==> config.mk <==
export PLATFORM = sky130hd
export DESIGN_NAME = mc_bridge
export DESIGN_NICKNAME = d
export VERILOG_FILES = /design/src/hw/mc_bridge_pkg.sv /design/src/hw/mc_bridge.sv /design/src/hw/inbound_xlate.sv /design/src/hw/resp_collector.sv /design/src/hw/trans_slot.sv /design/src/hw/request_issue.sv /design/src/hw/cmd_fifo.sv
export VERILOG_INCLUDE_DIRS = /design/src /design/src/hw
export SDC_FILE = /design/constraint.sdc
export NUM_CORES = 1
export LEC_CHECK = 0
export ABC_CLOCK_PERIOD_IN_PS = 5500
export BUFFER_PORTS_ARGS = -buffer_cell sky130_fd_sc_hd__buf_4
export CAP_MARGIN = 20
export CELL_PAD_IN_SITES_DETAIL_PLACEMENT = 0
export CELL_PAD_IN_SITES_GLOBAL_PLACEMENT = 2
export CORE_AREA = 5 5 272 221
export DETAILED_ROUTE_END_ITERATION = 6
export DIE_AREA = 0 0 277 226
export GPL_ROUTABILITY_DRIVEN = 0
export GPL_TIMING_DRIVEN = 0
export HOLD_SLACK_MARGIN = 0.12
export PLACE_DENSITY = 0.87
export RECOVER_POWER = 100
export SLEW_MARGIN = 20
export SYNTH_ARGS = -nofsm -noshare
export SYNTH_HDL_FRONTEND = slang
export SYNTH_SLANG_ARGS = --single-unit
==> constraint.sdc <==
create_clock -name clk_i -period 5.5 [get_ports clk_i]
set_input_delay 0.825 -clock clk_i [delete_from_list [all_inputs] [get_ports clk_i]]
set_output_delay 0.825 -clock clk_i [all_outputs]
set_load 0.02 [all_outputs]
==> src/hw/mc_bridge_settings.svh <==
`ifndef MC_BRIDGE_SETTINGS_SVH
`define MC_BRIDGE_SETTINGS_SVH

// processor side
`define MCB_PADDR_W        40
`define MCB_LCE_ID_W       4
`define MCB_IO_LCE_ID      2

// network side
`define MCB_DATA_W         32
`define MCB_MASK_W         (`MCB_DATA_W/8)
`define MCB_ADDR_W         28
`define MCB_X_W            7
`define MCB_Y_W            7
`define MCB_POD_Y_W        3
`define MCB_Y_SUB_W        4
`define MCB_TILE_EPA_W     18
`define MCB_REG_ID_W       5

// outstanding transactions and command buffering
`define MCB_SLOTS          4
`define MCB_SLOT_ID_W      2
`define MCB_FIFO_DEPTH     2

// address decode and inbound device bases
`define MCB_TILE_PREFIX    2'b11
`define MCB_VCACHE_PREFIX  2'b10
`define MCB_CFG_BASE       40'h20_0000
`define MCB_CLINT_BASE     40'h30_0000

`endif
==> src/hw/mc_bridge_pkg.sv <==
`include "mc_bridge_settings.svh"

`default_nettype none

package mc_bridge_pkg;

  ////////////////////
  // processor side
  ////////////////////

  typedef enum logic [1:0]
  {
    e_uc_rd = 2'd0,
    e_uc_wr = 2'd1
  } msg_type_e;

  typedef enum logic [1:0]
  {
    e_size_1 = 2'd0,
    e_size_2 = 2'd1,
    e_size_4 = 2'd2
  } msg_size_e;

  typedef struct packed
  {
    msg_type_e                 msg_type;
    msg_size_e                 size;
    logic [`MCB_PADDR_W-1:0]   addr;
    logic [`MCB_LCE_ID_W-1:0]  lce_id;
  } bp_header_s;

  typedef struct packed
  {
    bp_header_s               header;
    logic [`MCB_DATA_W-1:0]   data;
  } bp_msg_s;

  ////////////////////
  // network side
  ////////////////////

  typedef enum logic [1:0]
  {
    e_remote_load  = 2'd0,
    e_remote_store = 2'd1
  } mc_op_e;

  typedef struct packed
  {
    logic        is_byte;
    logic        is_hex;
    logic [1:0]  part_sel;
  } load_info_s;

  typedef struct packed
  {
    logic [`MCB_DATA_W-$bits(load_info_s)-1:0]  pad;
    load_info_s                                 info;
  } load_word_s;

  // store data or load info, chosen by op
  typedef union packed
  {
    logic [`MCB_DATA_W-1:0]  data;
    load_word_s              load;
  } mc_payload_u;

  typedef struct packed
  {
    logic [`MCB_ADDR_W-1:0]    addr;
    mc_op_e                    op;
    logic [`MCB_MASK_W-1:0]    mask;
    logic [`MCB_REG_ID_W-1:0]  reg_id;
    mc_payload_u               payload;
    logic [`MCB_X_W-1:0]       src_x;
    logic [`MCB_Y_W-1:0]       src_y;
    logic [`MCB_X_W-1:0]       dst_x;
    logic [`MCB_Y_W-1:0]       dst_y;
  } mc_packet_s;

  typedef struct packed
  {
    logic [`MCB_REG_ID_W-1:0]  reg_id;
    logic [`MCB_DATA_W-1:0]    data;
  } mc_return_s;

  typedef struct packed
  {
    logic                      we;
    logic [`MCB_ADDR_W-1:0]    epa;
    logic [`MCB_DATA_W-1:0]    data;
    logic [`MCB_X_W-1:0]       src_x;
    logic [`MCB_Y_W-1:0]       src_y;
  } mc_in_req_s;

  // dev 0 is cfg, dev 1 is clint
  typedef struct packed
  {
    logic [3:0]   dev;
    logic [11:0]  addr;
  } bp_epa_s;

endpackage

`default_nettype wire

==> src/hw/mc_bridge.sv <==
`include "mc_bridge_settings.svh"

`default_nettype none

module mc_bridge
  ( input  wire logic                       clk_i
  , input  wire logic                       rst_i

  , input  wire mc_bridge_pkg::bp_msg_s     io_cmd_i
  , input  wire logic                       io_cmd_v_i
  , output logic                            io_cmd_ready_o

  , output mc_bridge_pkg::bp_msg_s          io_resp_o
  , output logic                            io_resp_v_o
  , input  wire logic                       io_resp_yumi_i

  , output mc_bridge_pkg::mc_packet_s       net_out_o
  , output logic                            net_out_v_o
  , input  wire logic                       net_ready_i

  , input  wire mc_bridge_pkg::mc_return_s  net_ret_i
  , input  wire logic                       net_ret_v_i

  , input  wire mc_bridge_pkg::mc_in_req_s  net_in_i
  , input  wire logic                       net_in_v_i
  , output logic                            net_in_yumi_o

  , output mc_bridge_pkg::bp_msg_s          io_cmd_o
  , output logic                            io_cmd_v_o
  , input  wire logic                       io_cmd_yumi_i

  , input  wire mc_bridge_pkg::bp_msg_s     io_resp_i
  , input  wire logic                       io_resp_v_i

  , output logic [`MCB_DATA_W-1:0]          net_returning_o
  , output logic                            net_returning_v_o

  , input  wire logic [`MCB_X_W-1:0]        my_x_i
  , input  wire logic [`MCB_Y_W-1:0]        my_y_i
  );

  import mc_bridge_pkg::*;

  bp_msg_s                 fifo_cmd;
  logic                    fifo_v;
  logic                    fifo_yumi;
  logic [`MCB_SLOTS-1:0]   slot_busy;
  logic [`MCB_SLOTS-1:0]   slot_done;
  logic [`MCB_SLOTS-1:0]   slot_alloc;
  logic [`MCB_SLOTS-1:0]   slot_release;
  bp_header_s              alloc_hdr;
  bp_header_s              slot_hdr [`MCB_SLOTS];
  logic [`MCB_DATA_W-1:0]  slot_data [`MCB_SLOTS];

  ////////////////////
  // outbound commands
  ////////////////////

  cmd_fifo cmd_buf
    (.clk_i(clk_i), .rst_i(rst_i)
    ,.data_i(io_cmd_i), .v_i(io_cmd_v_i), .ready_o(io_cmd_ready_o)
    ,.data_o(fifo_cmd), .v_o(fifo_v), .yumi_i(fifo_yumi)
    );

  request_issue issuer
    (.clk_i(clk_i), .rst_i(rst_i)
    ,.cmd_i(fifo_cmd), .cmd_v_i(fifo_v), .cmd_yumi_o(fifo_yumi)
    ,.slot_busy_i(slot_busy), .net_ready_i(net_ready_i)
    ,.my_x_i(my_x_i), .my_y_i(my_y_i)
    ,.alloc_o(slot_alloc), .alloc_hdr_o(alloc_hdr)
    ,.net_out_o(net_out_o), .net_out_v_o(net_out_v_o)
    );

  // one slot per outstanding transaction
  for (genvar i = 0; i < `MCB_SLOTS; i++)
  begin : g_slot
    trans_slot #(.SLOT_ID(i)) slot
      (.clk_i(clk_i), .rst_i(rst_i)
      ,.alloc_i(slot_alloc[i]), .hdr_i(alloc_hdr)
      ,.ret_i(net_ret_i), .ret_v_i(net_ret_v_i)
      ,.release_i(slot_release[i])
      ,.busy_o(slot_busy[i]), .done_o(slot_done[i])
      ,.hdr_o(slot_hdr[i]), .data_o(slot_data[i])
      );
  end

  resp_collector collector
    (.clk_i(clk_i), .rst_i(rst_i)
    ,.slot_done_i(slot_done), .slot_hdr_i(slot_hdr), .slot_data_i(slot_data)
    ,.slot_release_o(slot_release)
    ,.io_resp_o(io_resp_o), .io_resp_v_o(io_resp_v_o), .io_resp_yumi_i(io_resp_yumi_i)
    );

  ////////////////////
  // inbound requests
  ////////////////////

  inbound_xlate inbound
    (.net_in_i(net_in_i), .net_in_v_i(net_in_v_i), .net_in_yumi_o(net_in_yumi_o)
    ,.io_cmd_o(io_cmd_o), .io_cmd_v_o(io_cmd_v_o), .io_cmd_yumi_i(io_cmd_yumi_i)
    ,.io_resp_i(io_resp_i), .io_resp_v_i(io_resp_v_i)
    ,.net_returning_o(net_returning_o), .net_returning_v_o(net_returning_v_o)
    );

endmodule

`default_nettype wire

==> src/hw/inbound_xlate.sv <==
`include "mc_bridge_settings.svh"

`default_nettype none

module inbound_xlate
  ( input  wire mc_bridge_pkg::mc_in_req_s  net_in_i
  , input  wire logic                       net_in_v_i
  , output logic                            net_in_yumi_o
  , output mc_bridge_pkg::bp_msg_s          io_cmd_o
  , output logic                            io_cmd_v_o
  , input  wire logic                       io_cmd_yumi_i
  , input  wire mc_bridge_pkg::bp_msg_s     io_resp_i
  , input  wire logic                       io_resp_v_i
  , output logic [`MCB_DATA_W-1:0]          net_returning_o
  , output logic                            net_returning_v_o
  );

  import mc_bridge_pkg::*;

  bp_epa_s epa;

  assign epa = net_in_i.epa[0 +: $bits(bp_epa_s)];

  ////////////////////
  // request to command
  ////////////////////

  always_comb
  begin
    io_cmd_o                 = '0;
    io_cmd_o.header.msg_type = net_in_i.we ? e_uc_wr : e_uc_rd;
    // only full words reach the config space
    io_cmd_o.header.size     = e_size_4;
    io_cmd_o.header.lce_id   = `MCB_LCE_ID_W'(`MCB_IO_LCE_ID);
    if (epa.dev == 4'd1)
      io_cmd_o.header.addr = `MCB_CLINT_BASE + epa.addr;
    else
      io_cmd_o.header.addr = `MCB_CFG_BASE + epa.addr;
    io_cmd_o.data = net_in_i.data;
  end

  assign io_cmd_v_o    = net_in_v_i;
  assign net_in_yumi_o = io_cmd_yumi_i;

  ////////////////////
  // answer to returning data
  ////////////////////

  always_comb
  begin
    case (io_resp_i.header.size)
      e_size_4: net_returning_o = io_resp_i.data;
      e_size_2: net_returning_o = `MCB_DATA_W'(io_resp_i.data[15:0]);
      default:  net_returning_o = `MCB_DATA_W'(io_resp_i.data[7:0]);
    endcase
  end

  assign net_returning_v_o = io_resp_v_i;

endmodule

`default_nettype wire

==> src/hw/resp_collector.sv <==
`include "mc_bridge_settings.svh"

`default_nettype none

module resp_collector
  ( input  wire logic                       clk_i
  , input  wire logic                       rst_i
  , input  wire logic [`MCB_SLOTS-1:0]      slot_done_i
  , input  wire mc_bridge_pkg::bp_header_s  slot_hdr_i [`MCB_SLOTS]
  , input  wire logic [`MCB_DATA_W-1:0]     slot_data_i [`MCB_SLOTS]
  , output logic [`MCB_SLOTS-1:0]           slot_release_o
  , output mc_bridge_pkg::bp_msg_s          io_resp_o
  , output logic                            io_resp_v_o
  , input  wire logic                       io_resp_yumi_i
  );

  import mc_bridge_pkg::*;

  logic [`MCB_SLOT_ID_W-1:0]  rel_ptr_r;
  bp_header_s                 head_hdr;
  logic                       fire;

  // oldest slot sits at the release pointer
  assign head_hdr    = slot_hdr_i[rel_ptr_r];
  assign io_resp_v_o = slot_done_i[rel_ptr_r];

  ////////////////////
  // response build
  ////////////////////

  always_comb
  begin
    io_resp_o.header = head_hdr;
    // writes carry no data back
    if (head_hdr.msg_type == e_uc_wr)
      io_resp_o.data = '0;
    else
      io_resp_o.data = slot_data_i[rel_ptr_r];
  end

  assign fire           = io_resp_v_o & io_resp_yumi_i;
  assign slot_release_o = fire ? (`MCB_SLOTS'(1) << rel_ptr_r) : '0;

  // pointer follows issue order
  always_ff @(posedge clk_i)
  begin
    if (rst_i)
      rel_ptr_r <= '0;
    else if (fire)
      rel_ptr_r <= rel_ptr_r + 1'b1;
  end

endmodule

`default_nettype wire

==> src/hw/trans_slot.sv <==
`include "mc_bridge_settings.svh"

`default_nettype none

module trans_slot
  #( parameter int SLOT_ID = 0
   )
  ( input  wire logic                       clk_i
  , input  wire logic                       rst_i
  , input  wire logic                       alloc_i
  , input  wire mc_bridge_pkg::bp_header_s  hdr_i
  , input  wire mc_bridge_pkg::mc_return_s  ret_i
  , input  wire logic                       ret_v_i
  , input  wire logic                       release_i
  , output logic                            busy_o
  , output logic                            done_o
  , output mc_bridge_pkg::bp_header_s       hdr_o
  , output logic [`MCB_DATA_W-1:0]          data_o
  );

  import mc_bridge_pkg::*;

  localparam logic [`MCB_REG_ID_W-1:0] MY_ID = `MCB_REG_ID_W'(SLOT_ID);

  logic                    busy_r;
  logic                    done_r;
  bp_header_s              hdr_r;
  logic [`MCB_DATA_W-1:0]  data_r;
  logic                    hit;

  // return addressed to this slot
  assign hit = ret_v_i & busy_r & (ret_i.reg_id == MY_ID);

  always_ff @(posedge clk_i)
  begin
    if (rst_i)
    begin
      busy_r <= 1'b0;
      done_r <= 1'b0;
    end
    else if (alloc_i)
    begin
      busy_r <= 1'b1;
      done_r <= 1'b0;
    end
    else if (release_i)
    begin
      busy_r <= 1'b0;
      done_r <= 1'b0;
    end
    else if (hit)
      done_r <= 1'b1;
  end

  always_ff @(posedge clk_i)
  begin
    if (alloc_i)
      hdr_r <= hdr_i;
    if (hit)
      data_r <= ret_i.data;
  end

  assign busy_o = busy_r;
  assign done_o = done_r;
  assign hdr_o  = hdr_r;
  assign data_o = data_r;

endmodule

`default_nettype wire

==> src/hw/request_issue.sv <==
`include "mc_bridge_settings.svh"

`default_nettype none

module request_issue
  ( input  wire logic                    clk_i
  , input  wire logic                    rst_i
  , input  wire mc_bridge_pkg::bp_msg_s  cmd_i
  , input  wire logic                    cmd_v_i
  , output logic                         cmd_yumi_o
  , input  wire logic [`MCB_SLOTS-1:0]   slot_busy_i
  , input  wire logic                    net_ready_i
  , input  wire logic [`MCB_X_W-1:0]     my_x_i
  , input  wire logic [`MCB_Y_W-1:0]     my_y_i
  , output logic [`MCB_SLOTS-1:0]        alloc_o
  , output mc_bridge_pkg::bp_header_s    alloc_hdr_o
  , output mc_bridge_pkg::mc_packet_s    net_out_o
  , output logic                         net_out_v_o
  );

  import mc_bridge_pkg::*;

  // field positions inside the processor address
  localparam int TILE_X_LSB = 2 + `MCB_TILE_EPA_W;
  localparam int TILE_Y_LSB = TILE_X_LSB + `MCB_X_W;
  localparam int VC_X_LSB   = 2 + `MCB_ADDR_W;
  localparam int VC_POD_LSB = VC_X_LSB + `MCB_X_W;
  localparam int PREFIX_LSB = `MCB_PADDR_W - 2;

  logic [`MCB_SLOT_ID_W-1:0]  alloc_ptr_r;
  logic [`MCB_PADDR_W-1:0]    addr;
  logic [1:0]                 low_bits;
  logic [1:0]                 prefix;
  logic [`MCB_POD_Y_W-1:0]    vc_pod;
  logic [`MCB_Y_SUB_W-1:0]    vc_y_sub;
  logic [`MCB_MASK_W-1:0]     store_mask;
  load_info_s                 load_info;
  mc_packet_s                 pkt;
  logic                       fire;

  assign addr     = cmd_i.header.addr;
  assign low_bits = addr[1:0];
  assign prefix   = addr[PREFIX_LSB +: 2];

  ////////////////////
  // address decode
  ////////////////////

  // pod bits that overlap the prefix read as zero
  always_comb
  begin
    vc_pod = addr[VC_POD_LSB +: `MCB_POD_Y_W];
    for (int b = 0; b < `MCB_POD_Y_W; b++)
    begin
      if (VC_POD_LSB + b >= PREFIX_LSB)
        vc_pod[b] = 1'b0;
    end
    vc_y_sub = (vc_pod == '0) ? '1 : '0;
  end

  always_comb
  begin
    case (cmd_i.header.size)
      e_size_1: store_mask = 4'h1 << low_bits;
      e_size_2: store_mask = 4'h3 << low_bits;
      default:  store_mask = 4'hf << low_bits;
    endcase
  end

  assign load_info = '{is_byte:  (cmd_i.header.size == e_size_1),
                       is_hex:   (cmd_i.header.size == e_size_2),
                       part_sel: low_bits};

  ////////////////////
  // packet build
  ////////////////////

  always_comb
  begin
    pkt        = '0;
    pkt.src_x  = my_x_i;
    pkt.src_y  = my_y_i;
    pkt.reg_id = `MCB_REG_ID_W'(alloc_ptr_r);

    if (prefix == `MCB_TILE_PREFIX)
    begin
      pkt.addr  = `MCB_ADDR_W'(addr[2 +: `MCB_TILE_EPA_W]);
      pkt.dst_x = addr[TILE_X_LSB +: `MCB_X_W];
      pkt.dst_y = addr[TILE_Y_LSB +: `MCB_Y_W];
    end
    else if (prefix == `MCB_VCACHE_PREFIX)
    begin
      pkt.addr  = addr[2 +: `MCB_ADDR_W];
      pkt.dst_x = addr[VC_X_LSB +: `MCB_X_W];
      pkt.dst_y = {vc_pod, vc_y_sub};
    end
    else
    begin
      // host sits one row above the bridge
      pkt.addr  = addr[2 +: `MCB_ADDR_W];
      pkt.dst_x = '0;
      pkt.dst_y = my_y_i - 1'b1;
    end

    if (cmd_i.header.msg_type == e_uc_wr)
    begin
      pkt.op           = e_remote_store;
      pkt.mask         = store_mask;
      pkt.payload.data = cmd_i.data << {low_bits, 3'b000};
    end
    else
    begin
      pkt.op                = e_remote_load;
      pkt.payload.load.info = load_info;
    end
  end

  // issue only into a free slot with the network ready
  assign fire        = cmd_v_i & ~slot_busy_i[alloc_ptr_r] & net_ready_i;
  assign cmd_yumi_o  = fire;
  assign net_out_v_o = fire;
  assign net_out_o   = pkt;
  assign alloc_o     = fire ? (`MCB_SLOTS'(1) << alloc_ptr_r) : '0;
  assign alloc_hdr_o = cmd_i.header;

  always_ff @(posedge clk_i)
  begin
    if (rst_i)
      alloc_ptr_r <= '0;
    else if (fire)
      alloc_ptr_r <= alloc_ptr_r + 1'b1;
  end

endmodule

`default_nettype wire

==> src/hw/cmd_fifo.sv <==
`include "mc_bridge_settings.svh"

`default_nettype none

module cmd_fifo
  ( input  wire logic                    clk_i
  , input  wire logic                    rst_i
  , input  wire mc_bridge_pkg::bp_msg_s  data_i
  , input  wire logic                    v_i
  , output logic                         ready_o
  , output mc_bridge_pkg::bp_msg_s       data_o
  , output logic                         v_o
  , input  wire logic                    yumi_i
  );

  import mc_bridge_pkg::*;

  localparam int DEPTH = `MCB_FIFO_DEPTH;
  localparam int PTR_W = (DEPTH > 1) ? $clog2(DEPTH) : 1;
  localparam logic [PTR_W-1:0] LAST = PTR_W'(DEPTH - 1);
  localparam logic [PTR_W:0] FULL = (PTR_W + 1)'(DEPTH);

  bp_msg_s           mem [DEPTH];
  logic [PTR_W-1:0]  wr_ptr_r;
  logic [PTR_W-1:0]  rd_ptr_r;
  logic [PTR_W:0]    count_r;
  logic              push;
  logic              pop;

  function automatic logic [PTR_W-1:0] next_ptr(input logic [PTR_W-1:0] ptr);
    logic [PTR_W-1:0] nxt;
    if (ptr == LAST)
      nxt = '0;
    else
      nxt = ptr + 1'b1;
    return nxt;
  endfunction

  assign ready_o = (count_r != FULL);
  assign v_o     = (count_r != '0);
  assign data_o  = mem[rd_ptr_r];
  assign push    = v_i & ready_o;
  assign pop     = yumi_i;

  always_ff @(posedge clk_i)
  begin
    if (rst_i)
    begin
      wr_ptr_r <= '0;
      rd_ptr_r <= '0;
      count_r  <= '0;
    end
    else
    begin
      if (push)
        wr_ptr_r <= next_ptr(wr_ptr_r);
      if (pop)
        rd_ptr_r <= next_ptr(rd_ptr_r);
      if (push & ~pop)
        count_r <= count_r + 1'b1;
      else if (pop & ~push)
        count_r <= count_r - 1'b1;
    end
  end

  // storage
  always_ff @(posedge clk_i)
  begin
    if (push)
      mem[wr_ptr_r] <= data_i;
  end

endmodule

`default_nettype wire

==> run summary, run 1 <==
The depth of the worst register-to-register path is 6. The total CTS buffers came out at 50. The synthesized-area fraction occupied by ao, oa, aoi and oai cells came out at 2.89%. Multiplexer cells account for 14.6% of the synthesized area.

The worst-case register-to-register setup slack is 1.45 ns. Clock skew on the completed layout was measured at approximately 0.031 ns. The number of DRC markers in iteration 0 is about 850.

Setup repair after global routing left no endpoint under its margin. The critical path in this run is classified as flop to output pin. In this run the count of I/O pins placed on the die edge is 592. The effective utilization at floorplan is 36.4%. The number of global-route vias before repair came to roughly 13000. The summed instance area of the synthesized netlist is 0.0209 mm². The number of synthesis warnings came out at 0. The signal on the critical path passes through clkbuf_1 > buf_6 > buf_2 > clkbuf_1 > o21ai_0 > o22ai_1 > clkbuf_1. The number of antenna violations at the first check in global routing is 4. The layout cell share with drive strength beyond 1 is a little over a quarter. The ratio of final minimum period to clock period came out at 83.7%. The count of input and output buffers came out at ~420. The most critical setup path has its endpoint at net_out_o[59]. Summing the areas of all and, or, nand and nor instances in the mapped netlist gives 4.46% of the synthesized area.

Among all flip-flop cells after synthesis, the most frequent one is sky130_fd_sc_hd__edfxtp_1. After synthesis, the largest family of logic cells by area is multiplexers. Summed over all layers, the routed wires come to 53700 µm. After synthesis, the share of flip-flops with an asynchronous set or reset is 0%. The number of synthesized flops with an enable pin is 480. The area of the die is about 0.063 mm². The leakage power came out at 8.74 nW.

The final-layout worst hold slack is 0.449 ns. The synthesized-area fraction occupied by xor and xnor cells came out at 0.378%. CTS built an H-tree with a depth of 2. The worst setup path is captured at an output pin. TritonCTS built the clock tree.

In the final layout, the multi-input gates occupy about 0.0049 mm². The share of the core filled with cells in the final layout is about 45%. The kind of cell with the highest combined delay along the critical path is buffers and inverters. The number of fill cells came out at 5347. The number of nets with antenna violations after detailed routing is 0. The tree is rooted in a sky130_fd_sc_hd__clkbuf_16. The final setup violation count is 0. In the synthesized netlist, the number of instances is 1175. The largest net degree at the start of global routing came out at 53. Buffers inserted to repair hold after CTS numbered 0. The largest buffer count on any clock path came out at 3.

The total cell area at the placement stage came out at 0.0255 mm². The power per standard cell area came out at 420 mW/mm². The checks that failed: capacitance limit, slew limit.

The path length in cells of the critical path is 7. The count of endpoints failing hold in the final timing report is 0. Leaving out fill and tap cells, the most frequent cell in the layout is sky130_fd_sc_hd__edfxtp_1.

The detailed-route vias per instance came out at between 4 and 5. The fraction of the yosys area taken by sequential cells came out at a little over two thirds. The worst stage delay on the critical path came out at 0.75 ns. The worst setup path is launched from a flop. The total number of clock tree sinks is 497. The worst register-to-register path ends at g_slot[2].slot.hdr_o[3].

Across the run, the number of max-cap violations was 6. The via count is approximately 12000. The classification of the worst-slack hold path is primary input to flop.

The die span in y is 226 µm. From synthesis to final layout, the design area changed by 22.6%. Total power for the finished layout comes to 10.8 mW.

The core outline area came out at between 0.05 and 0.06 mm². The highest clock rate is approximately 220 MHz. The worst ir drop on vdd is about 0.28 mV. The global-route wire length before repair came out at roughly 79000 µm. The area occupied by registers is roughly 0.015 mm². The worst register-to-register path begins at issuer.alloc_ptr_r[0]. The slew at the pin with the worst max-slew slack came out at 2.12 ns. The detailed-route DRC error count came out at 0. In this run, synthesis produced a sequential element count of 497. The total negative slack came out at 0 ns. The post-cts repair resize count is 0. The max-slew violation count is 119.

The wire length per cell is between 20 and 25 µm. The net count of the finished layout is 2008. By instance count, the cell type seen most on the critical path is sky130_fd_sc_hd__clkbuf_1. The insertion delay of the later-clocked pin in the worst-skew pair came out at 0.59 ns.

For this run, the total global-route usage over all layers was measured as 16.5%. STA puts the critical path data required time at 4.68 ns. The worst relative slew slack is -41.3%. The final HPWL from detailed placement came out at 39600 µm. The library cells used most frequently in the layout, excluding fill and tap cells, are sky130_fd_sc_hd__edfxtp_1, sky130_fd_sc_hd__clkbuf_1, sky130_fd_sc_hd__buf_4. Summed over all layers, the global routing overflow is 0. The post-route minimum period came out at 4.60 ns. Row generation in the floorplan step produced ~80 rows. The run finished, with violations left.

The number of detailed-route iterations in the first pass is 5. The number of distinct library cell variants in the gate-level netlist after synthesis came out at 54. The count of buffering cells on the critical path with inverters included is 5. The mean area per synthesized cell is about 18 µm². The largest fanout on the critical path came out at 10.

The clock slew at the register clock pins of the worst setup and hold paths came out at 0.06 ns. The data arrival time of the critical path came out at 3.78 ns. Among all stages on the critical path, the largest delay is contributed by sky130_fd_sc_hd__clkbuf_1.

Buffers added to address setup during post-CTS repair amount to 0. The floorplan step set the die width to 277 µm. The fraction of the mapped netlist area in adder cells is 0.720%. The final standard cell area without fillers came out at 0.0256 mm².
==> registers in the layout, summed over array words and instances, names as in the netlist, named ones only <==
register             cells
collector.rel_ptr_r      2
cmd_buf.rd_ptr_r         1
g_slot.slot.data_o     128
cmd_buf.mem            160
g_slot.slot.done_o       4
cmd_buf.wr_ptr_r         1
g_slot.slot.hdr_o      192
g_slot.slot.busy_o       4
cmd_buf.count_r          2
issuer.alloc_ptr_r       2
==> worst min-delay path by stage <==
stage | startpoint | to | slack [ns] | depth (start not counted)
after CTS | io_cmd_i[72] | cmd_buf.mem[0][72] | 0.38 | 1
after detailed placement | g_slot[2].slot.busy_o | g_slot[2].slot.busy_o | 0.51 | 2
after global placement | g_slot[1].slot.busy_o | g_slot[1].slot.busy_o | 0.50 | 2
final | io_cmd_i[72] | cmd_buf.mem[0][72] | 0.45 | 1
after floorplan | g_slot[2].slot.busy_o | g_slot[2].slot.busy_o | 0.47 | 2
after global routing | io_cmd_i[70] | cmd_buf.mem[0][70] | 0.42 | 1
==> through the flow <==
stage,instances,setup slack [ns]
final,2513,0.898
after global routing,2510,0.666
after CTS,2510,1.31
after detailed placement,2418,1.97
after global placement,2398,-2.06
after floorplan,1211,0.725
==> cell usage after synthesis, drive strengths merged (4+ instances only) <==
| cell type | n | area share [%] |
|---|---|---|
| nor2b | 45 | 1.3 |
| buf | 160 | 5.5 |
| mux2i | 48 | 2.4 |
| nand2b | 8 | 0.28 |
| mux4 | 80 | 8.6 |
| edfxtp | 480 | 69 |
| ha | 12 | 0.72 |
| o211ai | 5 | 0.18 |
| o22ai | 22 | 0.76 |
| mux2 | 66 | 3.6 |
| a211oi | 4 | 0.14 |
| and2 | 28 | 0.84 |
| nor2 | 56 | 1.0 |
| a21oi | 19 | 0.46 |
| dfxtp | 17 | 1.6 |
| o32ai | 5 | 0.21 |
| xor2 | 6 | 0.25 |
| o21ai | 17 | 0.41 |
| inv | 26 | 0.47 |
| nand2 | 21 | 0.38 |
| clkbuf | 14 | 0.25 |
==> cell families after synthesis <==
family                     count (synthesis)
adders and majority gates                 12
DFF                                      497
xor gates and xnor gates                   9
muxes                                    194
other                                      2
buffers and inverters                    201
AOI/OAI and AO/OA                         87
and+or+nand+nor                          173
==> worst reg2reg max path, cell delays in order (launching register included) <==
cell and delay [ns]:
sky130_fd_sc_hd__dfxtp_1 0.50, sky130_fd_sc_hd__mux2i_1 0.32, sky130_fd_sc_hd__o211ai_1 0.12, sky130_fd_sc_hd__mux2_1 0.36, sky130_fd_sc_hd__clkbuf_1 0.27, sky130_fd_sc_hd__nor2_1 0.86
sky130_fd_sc_hd__clkbuf_1 1.16
==> routing by layer <==
layer | vias to the layer above | share of wire (%) | track usage [%]
met3 | 78 | 6.7 | 4.10
met2 | 400 | 49 | 27.5
met5 | - | 0.082 | 0
met4 | 6 | 1.7 | 3.30
li1 | 5441 | - | -
met1 | 6057 | 43 | 22.3
==> cell type report <==
cell class	count	share of cell area [%]
sequential	497	57.7
multi-input combinational	513	19.0
timing repair buffer	438	8.67
clock buffer	61	5.05
buffer	174	4.47
tap	769	3.76
clock inverter	31	0.978
inverter	27	0.396
antenna	3	0.0293
==> power by group <==
group	leakage, nW	total (mW)	switching [mW]	internal [mW]
clock network	0.755	3.21	1.39	1.82
registers	4.52	4.85	0.111	4.74
logic	3.47	2.69	1.85	0.846
total	8.74	10.8	3.35	7.40
No activity file was read; power rests on OpenSTA's default activity.
==> run 2: changes to the inputs <==
ABC_AREA = 1   (was default)
ABC_CLOCK_PERIOD_IN_PS = 4500   (was 5500)
CORE_AREA = 5 5 284 231   (was 5 5 272 221)
DIE_AREA = 0 0 289 236   (was 0 0 277 226)
clock period = 4.5 ns   (was 5.5 ns; I/O delays follow)
==> run 2 against run 1 <==
The flow still finishes with violations (capacitance limit, slew limit). Clock skew shrank 0.010 ns. Cell count is 26% higher. Routed wire length rose by 12%. Global-route usage is 0.39 points higher. Non-clock buffer count up 37. Clock power up 33%. Sequential share of layout area decreased by 1.2 points. Via count up 22%. Total power up 31%. Critical path depth did not move. Critical endpoint is now io_resp_o[2]. Largest power group unchanged.
==> run summary, run 2 <==
The detailed-route vias per instance came out at 4.63 (was 4.77). The relative contribution of the clock network to total power is 30.4% (was 29.9%). The CTS tree is built (unchanged). The number of detailed-route iterations in the first pass came out at 7 (was 5). The category of the worst setup path launch point is a flop (unchanged). The largest buffer count on any clock path came to 3 (unchanged). The number of rows in the core area was 82 (was 79). The critical setup path kind was flop to output pin (unchanged). The I/O pin count came out at 592 (unchanged). The worst relative slew slack is -10.6% (was -41.3%). The clock tree skew after final layout came out at 0.0209 ns (was 0.0314 ns). The mean area per synthesized cell is 12.0 µm² (was 17.8 µm²). The overall power came out at 14.1 mW (was 10.8 mW).

The insertion delay of the later-clocked pin in the worst-skew pair is 0.59 ns (about the same). The number of distinct library cell variants in the gate-level netlist after synthesis was 42 (was 54). The number of global-route vias before repair is 14600 (was 12600). The total negative slack came to 0 ns (unchanged).

The summed instance area of the synthesized netlist is 0.0210 mm² (was 0.0209 mm²). The core outline area came to 0.0622 mm² (was 0.0573 mm²). The max-slew violation count came out at 62 (was 119). The final HPWL from detailed placement came out at 44100 µm (was 39600 µm). The final setup slack of the worst path came out at 0.630 ns (was 0.898 ns). The leakage power came out at 9.76 nW (was 8.74 nW). The horizontal extent of the die came out at 289 µm (was 277 µm). Status: finished, violations left (unchanged). The number of nets with antenna violations after detailed routing came to 0 (unchanged). The worst ir drop on vdd was 0.279 mV (was 0.277 mV).

The via count is 14600 (was 12000). The aggregate routed wire length is 60400 µm (was 53700 µm). The net load switching power came to 4.58 mW (was 3.35 mW). The clock slew at the register clock pins of the worst setup and hold paths is 0.06 ns (about the same).

The layout cell share with drive strength beyond 1 came out at 18.9% (was 26.6%). Top cells by area in the synthesized netlist: sky130_fd_sc_hd__edfxtp_1, sky130_fd_sc_hd__buf_4, sky130_fd_sc_hd__nor2_1 (was sky130_fd_sc_hd__edfxtp_1, sky130_fd_sc_hd__mux4_2, sky130_fd_sc_hd__buf_4). The number of synthesized flops with an enable pin is 480 (unchanged).

The final standard cell area without fillers was 0.0261 mm² (was 0.0256 mm²). The die span in y came to 236 µm (was 226 µm). The most frequent standard cell in the layout excluding fill and tap cells is sky130_fd_sc_hd__edfxtp_1 (unchanged). The final setup violation count came to 0 (unchanged). Most frequent cells in the layout: sky130_fd_sc_hd__edfxtp_1, sky130_fd_sc_hd__clkbuf_1, sky130_fd_sc_hd__nor2_1 (was sky130_fd_sc_hd__edfxtp_1, sky130_fd_sc_hd__clkbuf_1, sky130_fd_sc_hd__buf_4). The share of the core filled with cells in the final layout was 42.0% (was 44.6%). The non-filler instance count after layout is 3159 (was 2513).

The count of input and output buffers came out at 417 (was 418). The area of the die is 0.0682 mm² (was 0.0626 mm²). The number of antenna violations at the first check in global routing came to 6 (was 4).

The post-cts repair resize count came out at 0 (unchanged). Failing checks: capacitance limit, slew limit (unchanged). The final-layout worst hold slack is 0.281 ns (was 0.449 ns). Derived from the worst setup path, the maximum achievable clock frequency is 258 MHz. The largest net degree at the start of global routing came out at 28 (was 53).

The cell with the most instances after synthesis was sky130_fd_sc_hd__edfxtp_1 (unchanged). The post-synthesis cell type with the largest combined area is sky130_fd_sc_hd__edfxtp_1 (unchanged). The area share of the leading cell type in the synthesized netlist is 68.6% (was 69.1%).

The CTS H-tree depth came out at 2 (unchanged). The number of hold buffers added after cts came out at 0 (unchanged). The cell total after placement came out at 3063 (was 2418). The number of flip-flops in the largest register is 192 (unchanged). The number of DRC markers in iteration 0 is 1020 (was 845). The sequential power share was 42.1% (was 45.1%).

The largest fanout on the critical path came out at 10 (unchanged). The total routing usage reported by global routing was 16.9% (was 16.5%). The type of destination of the critical path is an output pin (unchanged).

The detailed-route DRC error count came out at 0 (unchanged). The fraction of the yosys area taken by sequential cells came out at 70.2% (was 70.7%). The total cell area at the placement stage came to 0.0257 mm² (was 0.0255 mm²).

The total CTS buffers came out at 51 (was 50). The slew at the pin with the worst max-slew slack is 1.65 ns (was 2.12 ns). The ratio of final minimum period to clock period came out at ~86%.

The effective utilization at floorplan came to 33.8% (was 36.4%). The data arrival time of the critical path was 3.19 ns (was 3.78 ns). Leading post-synthesis cells by instance count: sky130_fd_sc_hd__edfxtp_1, sky130_fd_sc_hd__nor2_1, sky130_fd_sc_hd__nand2_1 (was sky130_fd_sc_hd__edfxtp_1, sky130_fd_sc_hd__buf_4, sky130_fd_sc_hd__mux4_2). The count of endpoints failing hold in the final timing report was 0 (unchanged). The combinational cell fraction of total power came out at 27.5% (was 25.0%). The area growth from synthesis to layout came out at 24.2% (was 22.6%). The flip-flop cell with the highest count after synthesis is sky130_fd_sc_hd__edfxtp_1 (unchanged). Counting I/O delays and the setup requirement, the final critical path takes 3.87 ns. The wire length per cell is 19.1 µm (was 21.4 µm).

Setup repair after global routing missed its margin: false (unchanged). The total number of clock tree sinks is 497 (unchanged). The required time of the critical path is 3.83 ns (was 4.68 ns).

The worst setup slack after placement came out at 1.61 ns (was 1.97 ns). The number of synthesis warnings came out at 0 (unchanged). The clock root buffer is sky130_fd_sc_hd__clkbuf_16 (unchanged). The power per standard cell area came out at 539 mW/mm² (was 420 mW/mm²). The number of cells produced by synthesis is 1750 (was 1175). The classification of the worst-slack hold path is primary input to flop (unchanged). The count of buffers added by post-CTS timing repair for setup came to 0 (unchanged). The net switching fraction of the power came out at 32.5% (was 31.2%).

The count of nets after finishing is 2583 (was 2008). The fraction of synthesis flops using an asynchronous set or reset pin came to 0% (unchanged). The global-route wire length before repair came out at 88700 µm (was 79100 µm). The max-capacitance violation count came out at 5 (was 6). The flip-flop and latch count after synthesis came out at 497 (unchanged).

The total overflow reported by the global router is 0 (unchanged). The internal cell power is 9.49 mW (was 7.40 mW).
run 2: cell types whose count changed in the layout (fill, tap and decap cells not counted), moves of 39 or more:
cell / change
sky130_fd_sc_hd__inv_1: +56
sky130_fd_sc_hd__mux2_1: -39
sky130_fd_sc_hd__mux2i_1: -40
sky130_fd_sc_hd__mux4_2: -80
sky130_fd_sc_hd__nand2_1: +219
sky130_fd_sc_hd__nand3_1: +50
sky130_fd_sc_hd__nor2_1: +217
sky130_fd_sc_hd__nor2b_1: -45
sky130_fd_sc_hd__o21ai_0: +182
sky130_fd_sc_hd__o22ai_1: +61
run 2: layout make-up:
class	count	area (µm²)
diodes	3	7.51
multi-input cells	983	4580
fillers	6063	36100
flip-flops and latches	497	14800
clock inverters	36	397
clock buffers	57	1300
well taps	840	1050
repair buffers	437	2270
inverters	94	362
plain buffers	212	1390
run 2: kinds of logic after synthesis:
family	Yosys count	synth area share [%]
buffers and inverters	306	8.40
other	2	0.0357
adder cells (fa/ha/maj)	12	0.714
flip-flops	497	70.2
multiplexers	8	0.381
XOR/XNOR	2	0.0834
AO/OA/AOI/OAI	317	8.30
AND/OR/NAND/NOR	606	11.9
run 2: worst paths after layout:
| path | startpoint | endpoint | slack [ns] | depth (start not counted) |
|---|---|---|---|---|
| worst max-delay path | collector.rel_ptr_r[1] | io_resp_o[2] | 0.63 | 7 |
| worst min-delay path | io_cmd_i[38] | cmd_buf.mem[1][38] | 0.28 | 1 |
| worst max register to register | cmd_buf.count_r[0] | cmd_buf.mem[1][57] | 0.85 | 6 |
| worst min register to register | g_slot[2].slot.busy_o | g_slot[2].slot.busy_o | 0.47 | 2 |
run 2: power groups by stage:
stage | logic [mW] | clock network, mW | registers (mW)
floorplan | 2.45 | 0 | 6.01
detailed placement | 4.35 | 0 | 6.01
global placement | 4.21 | 0 | 6.04
finish | 3.87 | 4.28 | 5.92
CTS | 4.36 | 4.39 | 5.91
global route | 4.23 | 4.58 | 5.96
run 2: worst max-delay path: stages (launching register included):
cell,delay [ns]
sky130_fd_sc_hd__dfxtp_1,0.35
sky130_fd_sc_hd__clkbuf_1,0.68
sky130_fd_sc_hd__o21ai_0,0.20
sky130_fd_sc_hd__o22ai_1,0.51
sky130_fd_sc_hd__nor2_2,0.12
sky130_fd_sc_hd__buf_4,0.22
sky130_fd_sc_hd__nor2_1,0.25
sky130_fd_sc_hd__clkbuf_1,0.27
run 2: per-layer routing:
metal	wire, µm	global-route usage (%)	up-vias	part of all wire [%]
li1	-	-	7030	-
met1	24100	21.2	7076	40
met2	30100	28.9	427	50
met3	4830	4.50	90	8.0
met4	1310	4.58	6	2.2
met5	36	0	-	0.060
